**src/cis_capture_defines.svh**
```systemverilog
`ifndef CIS_CAPTURE_DEFINES_SVH
`define CIS_CAPTURE_DEFINES_SVH

// sample path geometry
`define ADC_WIDTH           12
`define SAMPLE_SLOT         16
`define SAMPLES_PER_BEAT    8
`define BEAT_WIDTH          128
`define BEAT_BYTES          16

`define MEM_ADDR_WIDTH      28      // byte address into sdram
`define FIFO_DEPTH          16      // beats

// register port
`define AXIL_ADDR_WIDTH     8
`define AXIL_DATA_WIDTH     32

`define REG_CTRL            8'h00
`define REG_STATUS          8'h04
`define REG_DMA_ADDR        8'h08
`define REG_DMA_SIZE        8'h0C
`define REG_DONE_CNT        8'h10

`endif
```
**src/cis_capture_pkg.sv**
```systemverilog
`default_nettype none

package cis_capture_pkg;

    `include "cis_capture_defines.svh"

    typedef logic [`ADC_WIDTH-1:0]      sample_t;
    typedef logic [`BEAT_WIDTH-1:0]     beat_t;
    typedef logic [`MEM_ADDR_WIDTH-1:0] mem_addr_t;
    typedef logic [`MEM_ADDR_WIDTH-1:0] beat_cnt_t;     // buffer size in beats
    typedef logic [15:0]                done_cnt_t;

    // only the two responses this slave ever returns
    typedef enum logic [1:0]
    {
        resp_okay   = 2'b00,
        resp_slverr = 2'b10
    } axil_resp_t;

endpackage

`default_nettype wire

```
**src/cis_capture_top.sv**
```systemverilog
`timescale 1ns/1ps
`default_nettype none

`include "cis_capture_defines.svh"

module cis_capture_top
(
    input  wire                             w_bus_clk,
    input  wire                             w_adc_rst,

    input  wire cis_capture_pkg::sample_t   adc_data,
    input  wire                             adc_valid,

    input  wire [`AXIL_ADDR_WIDTH-1:0]      awaddr,
    input  wire                             awvalid,
    output logic                            awready,
    input  wire [`AXIL_DATA_WIDTH-1:0]      wdata,
    input  wire [3:0]                       wstrb,
    input  wire                             wvalid,
    output logic                            wready,
    output cis_capture_pkg::axil_resp_t     bresp,
    output logic                            bvalid,
    input  wire                             bready,
    input  wire [`AXIL_ADDR_WIDTH-1:0]      araddr,
    input  wire                             arvalid,
    output logic                            arready,
    output logic [`AXIL_DATA_WIDTH-1:0]     rdata,
    output cis_capture_pkg::axil_resp_t     rresp,
    output logic                            rvalid,
    input  wire                             rready,

    output logic                            mem_write,
    output cis_capture_pkg::mem_addr_t      mem_address,
    output cis_capture_pkg::beat_t          mem_writedata,
    input  wire                             mem_waitrequest
);

    import cis_capture_pkg::*;

    beat_t          packed_beat;
    beat_t          fifo_beat;
    logic           push;
    logic           overflow;
    logic           fifo_full;
    logic           fifo_empty;
    logic           fifo_pop;
    logic           capture_en;
    logic           dma_on;
    logic           test_mode;
    mem_addr_t      dma_addr;
    beat_cnt_t      dma_size;
    done_cnt_t      done_cnt;

    //////////////////////////////////////////////////////////////////////
    // sample path

    pixel_packer pixel_packer
    (
        .w_bus_clk      ( w_bus_clk     ),
        .w_adc_rst      ( w_adc_rst     ),
        .adc_data       ( adc_data      ),
        .adc_valid      ( adc_valid     ),
        .capture_en     ( capture_en    ),
        .test_mode      ( test_mode     ),
        .fifo_full      ( fifo_full     ),
        .beat           ( packed_beat   ),
        .push           ( push          ),
        .overflow       ( overflow      )
    );

    beat_fifo beat_fifo
    (
        .w_bus_clk      ( w_bus_clk     ),
        .w_adc_rst      ( w_adc_rst     ),
        .push           ( push          ),
        .wr_data        ( packed_beat   ),
        .pop            ( fifo_pop      ),
        .rd_data        ( fifo_beat     ),
        .empty          ( fifo_empty    ),
        .full           ( fifo_full     )
    );

    //////////////////////////////////////////////////////////////////////
    // registers and dma

    csr_axil csr_axil
    (
        .w_bus_clk      ( w_bus_clk     ),
        .w_adc_rst      ( w_adc_rst     ),
        .awaddr         ( awaddr        ),
        .awvalid        ( awvalid       ),
        .awready        ( awready       ),
        .wdata          ( wdata         ),
        .wstrb          ( wstrb         ),
        .wvalid         ( wvalid        ),
        .wready         ( wready        ),
        .bresp          ( bresp         ),
        .bvalid         ( bvalid        ),
        .bready         ( bready        ),
        .araddr         ( araddr        ),
        .arvalid        ( arvalid       ),
        .arready        ( arready       ),
        .rdata          ( rdata         ),
        .rresp          ( rresp         ),
        .rvalid         ( rvalid        ),
        .rready         ( rready        ),
        .overflow       ( overflow      ),
        .done_cnt       ( done_cnt      ),
        .capture_en     ( capture_en    ),
        .dma_on         ( dma_on        ),
        .test_mode      ( test_mode     ),
        .dma_addr       ( dma_addr      ),
        .dma_size       ( dma_size      )
    );

    sdram_dma_writer sdram_dma_writer
    (
        .w_bus_clk       ( w_bus_clk        ),
        .w_adc_rst       ( w_adc_rst        ),
        .dma_on          ( dma_on           ),
        .dma_addr        ( dma_addr         ),
        .dma_size        ( dma_size         ),
        .fifo_data       ( fifo_beat        ),
        .fifo_empty      ( fifo_empty       ),
        .fifo_pop        ( fifo_pop         ),
        .done_cnt        ( done_cnt         ),
        .mem_write       ( mem_write        ),
        .mem_address     ( mem_address      ),
        .mem_writedata   ( mem_writedata    ),
        .mem_waitrequest ( mem_waitrequest  )
    );

endmodule

`default_nettype wire

```
**src/sdram_dma_writer.sv**
```systemverilog
`timescale 1ns/1ps
`default_nettype none

`include "cis_capture_defines.svh"

module sdram_dma_writer
(
    input  wire                             w_bus_clk,
    input  wire                             w_adc_rst,

    input  wire                             dma_on,
    input  wire cis_capture_pkg::mem_addr_t dma_addr,
    input  wire cis_capture_pkg::beat_cnt_t dma_size,

    input  wire cis_capture_pkg::beat_t     fifo_data,
    input  wire                             fifo_empty,
    output logic                            fifo_pop,

    output cis_capture_pkg::done_cnt_t      done_cnt,

    output logic                            mem_write,
    output cis_capture_pkg::mem_addr_t      mem_address,
    output cis_capture_pkg::beat_t          mem_writedata,
    input  wire                             mem_waitrequest
);

    import cis_capture_pkg::*;

    logic           dma_on_q;
    logic           restart_q;      // rise seen while a write was stalled
    logic           restart;
    logic           done_w;
    logic           slot_free;
    logic           wrap;
    beat_cnt_t      beat_idx;
    beat_cnt_t      last_idx;

    assign done_w    = mem_write && !mem_waitrequest;
    assign slot_free = !mem_write || done_w;
    assign restart   = (dma_on && !dma_on_q) || restart_q;
    assign fifo_pop  = dma_on && !fifo_empty && slot_free;

    // size zero behaves as a one beat ring
    assign last_idx  = (dma_size == '0) ? '0 : dma_size - 1'b1;
    assign wrap      = done_w && (beat_idx == last_idx);

    always_ff @(posedge w_bus_clk)
    begin
        if (w_adc_rst)
        begin
            dma_on_q    <= 1'b0;
            restart_q   <= 1'b0;
            mem_write   <= 1'b0;
            mem_address <= '0;
            beat_idx    <= '0;
            done_cnt    <= '0;
        end
        else
        begin
            dma_on_q  <= dma_on;
            restart_q <= restart && !slot_free;

            if (fifo_pop)
                mem_write <= 1'b1;
            else if (done_w)
                mem_write <= 1'b0;      // dma_off lands here too

            if (wrap)
                done_cnt <= done_cnt + 1'b1;

            // address only moves between writes
            if ((restart && slot_free) || wrap)
            begin
                mem_address <= dma_addr;    // back to the ring start
                beat_idx    <= '0;
            end
            else if (done_w)
            begin
                mem_address <= mem_address + mem_addr_t'(`BEAT_BYTES);
                beat_idx    <= beat_idx + 1'b1;
            end
        end
    end

    // holding register for the beat in flight
    always_ff @(posedge w_bus_clk)
    begin
        if (fifo_pop)
            mem_writedata <= fifo_data;
    end

endmodule

`default_nettype wire

```
**src/csr_axil.sv**
```systemverilog
`timescale 1ns/1ps
`default_nettype none

`include "cis_capture_defines.svh"

module csr_axil
(
    input  wire                             w_bus_clk,
    input  wire                             w_adc_rst,

    input  wire [`AXIL_ADDR_WIDTH-1:0]      awaddr,
    input  wire                             awvalid,
    output logic                            awready,
    input  wire [`AXIL_DATA_WIDTH-1:0]      wdata,
    input  wire [3:0]                       wstrb,
    input  wire                             wvalid,
    output logic                            wready,
    output cis_capture_pkg::axil_resp_t     bresp,
    output logic                            bvalid,
    input  wire                             bready,

    input  wire [`AXIL_ADDR_WIDTH-1:0]      araddr,
    input  wire                             arvalid,
    output logic                            arready,
    output logic [`AXIL_DATA_WIDTH-1:0]     rdata,
    output cis_capture_pkg::axil_resp_t     rresp,
    output logic                            rvalid,
    input  wire                             rready,

    input  wire                             overflow,
    input  wire cis_capture_pkg::done_cnt_t done_cnt,

    output logic                            capture_en,
    output logic                            dma_on,
    output logic                            test_mode,
    output cis_capture_pkg::mem_addr_t      dma_addr,
    output cis_capture_pkg::beat_cnt_t      dma_size
);

    import cis_capture_pkg::*;

    localparam int AW = `AXIL_ADDR_WIDTH;
    localparam int DW = `AXIL_DATA_WIDTH;

    logic               ovf_flag;       // sticky, w1c
    logic [DW-1:0]      rd_mux;

    function automatic logic is_mapped(input logic [AW-1:0] addr);
        return (addr == `REG_CTRL)     || (addr == `REG_STATUS)   ||
               (addr == `REG_DMA_ADDR) || (addr == `REG_DMA_SIZE) ||
               (addr == `REG_DONE_CNT);
    endfunction

    always_comb
    begin
        case (araddr)
            `REG_CTRL:     rd_mux = DW'({test_mode, dma_on, capture_en});
            `REG_STATUS:   rd_mux = DW'(ovf_flag);
            `REG_DMA_ADDR: rd_mux = DW'(dma_addr);
            `REG_DMA_SIZE: rd_mux = DW'(dma_size);
            `REG_DONE_CNT: rd_mux = DW'(done_cnt);
            default:       rd_mux = '0;     // unmapped reads as zero
        endcase
    end

    //////////////////////////////////////////////////////////////////////
    // write channel, handshake cycle is the one with awready high

    always_ff @(posedge w_bus_clk)
    begin
        if (w_adc_rst)
        begin
            awready    <= 1'b0;
            wready     <= 1'b0;
            bvalid     <= 1'b0;
            bresp      <= resp_okay;
            capture_en <= 1'b0;
            dma_on     <= 1'b0;
            test_mode  <= 1'b0;
            dma_addr   <= '0;
            dma_size   <= '0;
            ovf_flag   <= 1'b0;
        end
        else
        begin
            awready <= awvalid && wvalid && !bvalid && !awready;
            wready  <= awvalid && wvalid && !bvalid && !awready;

            if (bvalid && bready)
                bvalid <= 1'b0;

            if (awready)
            begin
                bvalid <= 1'b1;
                bresp  <= is_mapped(awaddr) ? resp_okay : resp_slverr;
                case (awaddr)
                    `REG_CTRL:     {test_mode, dma_on, capture_en} <= wdata[2:0];
                    `REG_DMA_ADDR: dma_addr <= wdata[`MEM_ADDR_WIDTH-1:0] &
                                               ~mem_addr_t'(`BEAT_BYTES - 1);
                    `REG_DMA_SIZE: dma_size <= wdata[`MEM_ADDR_WIDTH-1:0];
                    default:       ;        // done_cnt is read only
                endcase
            end

            // a new overflow beats a clear in the same cycle
            if (overflow)
                ovf_flag <= 1'b1;
            else if (awready && (awaddr == `REG_STATUS) && wdata[0])
                ovf_flag <= 1'b0;
        end
    end

    //////////////////////////////////////////////////////////////////////
    // read channel

    always_ff @(posedge w_bus_clk)
    begin
        if (w_adc_rst)
        begin
            arready <= 1'b0;
            rvalid  <= 1'b0;
            rdata   <= '0;
            rresp   <= resp_okay;
        end
        else
        begin
            arready <= arvalid && !rvalid && !arready;

            if (rvalid && rready)
                rvalid <= 1'b0;

            if (arready)
            begin
                rvalid <= 1'b1;
                rdata  <= rd_mux;
                rresp  <= is_mapped(araddr) ? resp_okay : resp_slverr;
            end
        end
    end

endmodule

`default_nettype wire

```
**src/beat_fifo.sv**
```systemverilog
`timescale 1ns/1ps
`default_nettype none

`include "cis_capture_defines.svh"

module beat_fifo
(
    input  wire                         w_bus_clk,
    input  wire                         w_adc_rst,

    input  wire                         push,
    input  wire cis_capture_pkg::beat_t wr_data,
    input  wire                         pop,

    output cis_capture_pkg::beat_t      rd_data,
    output logic                        empty,
    output logic                        full
);

    import cis_capture_pkg::*;

    localparam int AW = $clog2(`FIFO_DEPTH);

    beat_t              mem [`FIFO_DEPTH];
    logic [AW-1:0]      wr_ptr;
    logic [AW-1:0]      rd_ptr;
    logic [AW:0]        count;
    logic               do_push;
    logic               do_pop;

    assign do_push = push && !full;
    assign do_pop  = pop && !empty;

    assign empty   = (count == '0);
    assign full    = (count == (AW+1)'(`FIFO_DEPTH));
    assign rd_data = mem[rd_ptr];           // show-ahead

    always_ff @(posedge w_bus_clk)
    begin
        if (w_adc_rst)
        begin
            wr_ptr <= '0;
            rd_ptr <= '0;
            count  <= '0;
        end
        else
        begin
            if (do_push)
                wr_ptr <= wr_ptr + 1'b1;    // power of two depth
            if (do_pop)
                rd_ptr <= rd_ptr + 1'b1;

            case ({do_push, do_pop})
                2'b10:   count <= count + 1'b1;
                2'b01:   count <= count - 1'b1;
                default: count <= count;
            endcase
        end
    end

    always_ff @(posedge w_bus_clk)
    begin
        if (do_push)
            mem[wr_ptr] <= wr_data;
    end

endmodule

`default_nettype wire

```
**src/pixel_packer.sv**
```systemverilog
`timescale 1ns/1ps
`default_nettype none

`include "cis_capture_defines.svh"

module pixel_packer
(
    input  wire                         w_bus_clk,
    input  wire                         w_adc_rst,

    input  wire cis_capture_pkg::sample_t adc_data,
    input  wire                         adc_valid,

    input  wire                         capture_en,
    input  wire                         test_mode,

    input  wire                         fifo_full,

    output cis_capture_pkg::beat_t      beat,
    output logic                        push,
    output logic                        overflow
);

    import cis_capture_pkg::*;

    localparam int SLOT  = `SAMPLE_SLOT;
    localparam int IDX_W = $clog2(`SAMPLES_PER_BEAT);
    localparam logic [IDX_W-1:0] LAST = IDX_W'(`SAMPLES_PER_BEAT - 1);

    logic                           take;
    sample_t                        pat_cnt;
    sample_t                        sample_sel;
    logic [SLOT-1:0]                slot_val;
    logic [IDX_W-1:0]               slot_idx;
    logic [`BEAT_WIDTH-SLOT-1:0]    acc;        // first seven slots of a beat

    assign take       = adc_valid && capture_en;
    assign sample_sel = test_mode ? pat_cnt : adc_data;
    assign slot_val   = SLOT'(sample_sel);      // zero extend into slot

    // fifo drops the beat, flag it for the status register
    assign overflow   = push && fifo_full;

    always_ff @(posedge w_bus_clk)
    begin
        if (w_adc_rst)
        begin
            slot_idx <= '0;
            pat_cnt  <= '0;
            push     <= 1'b0;
        end
        else
        begin
            push <= take && (slot_idx == LAST);

            if (take)
                pat_cnt <= pat_cnt + 1'b1;      // runs in both modes

            if (!capture_en)
                slot_idx <= '0;                 // partial beat discarded
            else if (take)
                slot_idx <= slot_idx + 1'b1;    // wraps after eighth slot
        end
    end

    //////////////////////////////////////////////////////////////////////
    // beat assembly, slot 0 in the low bits

    always_ff @(posedge w_bus_clk)
    begin
        if (take)
        begin
            if (slot_idx == LAST)
                beat <= {slot_val, acc};
            else
                acc[slot_idx*SLOT +: SLOT] <= slot_val;
        end
    end

endmodule

`default_nettype wire

```
**config.mk**
```make
export PLATFORM = sky130hd
export DESIGN_NAME = cis_capture_top
export DESIGN_NICKNAME = d
export VERILOG_FILES = /design/src/cis_capture_pkg.sv /design/src/cis_capture_top.sv /design/src/sdram_dma_writer.sv /design/src/csr_axil.sv /design/src/beat_fifo.sv /design/src/pixel_packer.sv
export VERILOG_INCLUDE_DIRS = /design/src
export SDC_FILE = /design/constraint.sdc
export NUM_CORES = 2
export LEC_CHECK = 0
export ABC_AREA = 0
export BUFFER_PORTS_ARGS = -buffer_cell sky130_fd_sc_hd__buf_2
export CAP_MARGIN = 30
export CORE_ASPECT_RATIO = 0.7
export CORE_MARGIN = 5
export CORE_UTILIZATION = 60
export DETAILED_ROUTE_END_ITERATION = 10
export GPL_TIMING_DRIVEN = 1
export PLACE_DENSITY = 0.77
export SYNTH_ARGS = -nofsm -noshare
export SYNTH_HDL_FRONTEND = slang
export SYNTH_HIERARCHICAL = 1
export SYNTH_SLANG_ARGS = --single-unit
export TNS_END_PERCENT = 30
```
**constraint.sdc**
```tcl
create_clock -name w_bus_clk -period 12.95 [get_ports w_bus_clk]
set_input_delay 1.9425 -clock w_bus_clk [delete_from_list [all_inputs] [get_ports w_bus_clk]]
set_output_delay 1.9425 -clock w_bus_clk [all_outputs]
set_load 0.03 [all_outputs]
```
==> results.toml <==
[routing]
drc = 0
highest_layer = "met5"
wl_met3_mm = 24.8
met1_length_mm = 88.3
ant_nets = 0
firstDrtPassIters = 6
drt_wl_total_mm = 239
vias = 49820
dr_wl_met2_mm = 118
first_iter_violations = 6809
avgViaCountPerCell = 6.59
wire_per_inst_um = 31.7

[place]
place.gp.congestion = 0.861
dp_slack_ps = 7920
port_buffers = 256
hpwl_mm = 118

[critical_path]
critPathKind = "flip-flop to flip-flop"
cp.arrival_ps = 5490
cp-startpoint = "csr_axil/dma_size[0]"
critPathCaptureType = "flip-flop"
worst_r2r_endpoint = "sdram_dma_writer/beat_idx[27]"
r2r_slack_ps = 8150
start_kind = "flip-flop"
crit_chain = "inv_1 -> ha_1 -> or4b_1 -> or2_2 -> nor4_1 -> mux2i_1 -> xnor2_1 -> or4_1 -> nor4_2 -> a21oi_4 -> buf_4 -> nand2_4 -> nor2_1"
worstPathMaxFanout = 48
crit_path_top_delay_cell = "or4b_1"
slowest_delay_ps = 600
endpoint = "sdram_dma_writer/beat_idx[27]"
rr_startpoint = "csr_axil/dma_size[0]"
r2r_cells = 13
cp_data_required_time_ps = 13640

[clocking]
cts_setup_buffers = 0
clk_pin_slew_ps = 70
cts_inserted_buffers = 220
h-tree-depth = 4
cts.repair.resized = 0
cts_root_buffer = "clkbuf_16"
cts_tree = "built"
hold_buffers = 0
cts.sinks = 2554
insertion_delay_ps = 870
cts_max_path_buffers = 3

[synthesis]
synthMuxAreaShare_pct = 15.1
synth_xor_xnor_area_share_pct = 0.671
ys_top_cells_by_area = "edfxtp_1, mux4_2, dfxtp_1, mux2i_1, nor2_1"
yosysWarnings = 6
yosys.cell_count.top_type = "edfxtp_1"
yosys.area.top_type = "edfxtp_1"
synth-main-ff-cell = "edfxtp_1"
netlist_instances = 4824
synth.distinct_cells = 92
synth_edf_count = 2356
synth-simple-area-share_pct = 3.83
avgSynthCellArea_um2 = 20.4
synth.top_cells.by_count = "edfxtp_1, mux4_2, nor2_1, dfxtp_1, mux2i_1"
synth_top_family_by_area = "multiplexers"
async_reset_ff_share_pct = 0
syn-cell-area_mm2 = 0.0983
synth_top_cell_area_share_pct = 72.0
ys_ff_latch = 2554
seq_area_frac_synth_pct = 76.0
yosys.area_share.adder_pct = 0.255
synth_compound_area_share_pct = 2.40

[pwr]
p_leak_nw = 34.3
ir_drop_v = 0.000137
power.density_mw_per_mm2 = 143

[global_route]
antenna_found_initial = 16
groute.usage.overall_pct = 28.1
grt_pass1_vias = 51004
grt_max_degree = 149
overflow = 0
grt_pass1_wl_mm = 352

[run_status]
outcome = "complete, no violations"

[min_path]
min_path_type = "flip-flop to flip-flop"

[sta]
setup_viol = 0
slew_viol_final = 0
relSlewSlack_pct = 26.5
period_needed_ps = 4800
fin_crit_sh_pct = 37.1
finalHoldViolCount = 0
skew_ps = 59.7
setup-tns-final_ps = 0
worst_slack_ps = 8150
worst_pin_slew_ps = 1080
fmax_mhz = 208
rsz0062_at_grt = "no"

[layout]
fin_nets = 5261
drive_above_1_share_pct = 25.8
synthToLayoutAreaGrowth_pct = 11.5
fill_cells = 9796
fin_util_pct = 67.2

[run]
drv_cap = 0

[die]
row_count = 124
die_w_um = 494
core_area_mm2 = 0.163
ios = 271
start_util_pct = 60.3
die_height_um = 349
dieArea_mm2 = 0.172
cell families after synthesis:
logic type | Yosys count
xor gates and xnor gates | 69
AOI/OAI and AO/OA | 352
other | 2
and+or+nand+nor | 738
muxes | 753
adders and majority gates | 20
DFF | 2554
buffers and inverters | 336
how the worst min path moves through the flow:
stage	slack [ps]	cells after the start	from	endpoint
2_1_floorplan	400	0	pixel_packer/acc[0]	pixel_packer/beat[0]
3_3_place_gp	400	0	pixel_packer/acc[21]	pixel_packer/beat[21]
3_5_place_dp	400	0	pixel_packer/acc[106]	pixel_packer/beat[106]
4_1_cts	400	0	pixel_packer/acc[11]	pixel_packer/beat[11]
5_1_grt	420	0	pixel_packer/acc[20]	pixel_packer/beat[20]
6_report	410	0	pixel_packer/acc[11]	pixel_packer/beat[11]
state kept, by name, summed over array words and instances (netlist names), 4 cells and up, named ones only:
name	cells
sdram_dma_writer/mem_address	28
beat_fifo/wr_ptr	4
csr_axil/dma_addr	24
sdram_dma_writer/mem_writedata	128
pixel_packer/acc	84
beat_fifo/count	5
sdram_dma_writer/beat_idx	28
csr_axil/dma_size	28
beat_fifo/rd_ptr	4
beat_fifo/mem	2048
sdram_dma_writer/done_cnt	16
csr_axil/rdata	28
pixel_packer/pat_cnt	12
pixel_packer/beat	96
worst max-delay path: cells and delay by family (launching register included):
| kind | cells | cell delay [ps] |
|---|---|---|
| XOR/XNOR | 1 | 130 |
| buffers and inverters | 2 | 490 |
| AND/OR/NAND/NOR | 7 | 2900 |
| flip-flops | 1 | 410 |
| AO/OA/AOI/OAI | 1 | 80 |
| multiplexers | 1 | 360 |
| adder cells (fa/ha/maj) | 1 | 310 |
layout make-up:
type	count	area [um2]	share of cell area [%]
diodes	4	10.0	0.00913
clock buffers	284	5820	5.31
clock inverters	118	1290	1.18
inverters	47	176	0.161
multi-input cells	1974	22200	20.2
flip-flops and latches	2554	74700	68.2
well taps	2205	2760	2.52
repair buffers	371	2650	2.42
where the power goes:
| group | switching [mW] | internal (mW) |
|---|---|---|
| logic | 0.0810 | 0.0231 |
| registers | 0.00370 | 8.89 |
| clock network | 3.02 | 3.60 |
per-layer routing:
layer | global-route usage [%] | vias to the layer above
met2 | 45.0 | 3179
li1 | - | 20298
met3 | 5.79 | 504
met1 | 39.4 | 25817
met5 | 0.247 | -
met4 | 9.31 | 22
stage by stage:
stage                     hold WS [ps]  total power, mW  area, um2  std cells
after floorplan                    400             9.14      98400       4864
final                              409             15.6     110000       7557
after global placement             401             9.17     102000       7124
after CTS                          403             15.6     109000       7542
after global routing               419             16.1     110000       7554
after detailed placement           405             9.17     102000       7140
placed cells by master, fill, tap and decap left out, types with 15 or more instances in the layout:
| master | netlist | final |
|---|---|---|
| edfxtp_1 | 2356 | 2356 |
| mux4_2 | 576 | 576 |
| buf_2 | 59 | 255 |
| nor2_1 | 239 | 227 |
| clkbuf_16 | 0 | 222 |
| dfxtp_1 | 198 | 194 |
| mux2i_1 | 138 | 133 |
| nand2_1 | 127 | 127 |
| a21oi_1 | 120 | 119 |
| buf_4 | 76 | 84 |
| nor2b_1 | 83 | 83 |
| a211oi_1 | 68 | 68 |
| clkbuf_1 | 126 | 59 |
| nand3_1 | 56 | 56 |
| inv_1 | 47 | 47 |
| clkinv_1 | 0 | 45 |
| conb_1 | 2 | 42 |
| nor3_1 | 41 | 36 |
| mux2_2 | 35 | 35 |
| xnor2_1 | 33 | 33 |
| xor2_1 | 32 | 32 |
| o21ai_0 | 32 | 32 |
| clkinv_2 | 0 | 29 |
| nor4_1 | 23 | 23 |
| nand2b_1 | 21 | 21 |
| bufinv_16 | 0 | 21 |
| ha_1 | 20 | 20 |
| nand2_2 | 20 | 20 |
| a21oi_2 | 21 | 20 |
| or3_1 | 17 | 17 |
| or4_1 | 16 | 16 |
| and3_1 | 16 | 16 |
| buf_16 | 0 | 16 |
| a22oi_1 | 15 | 15 |
No activity file was read; power rests on OpenSTA's default activity.
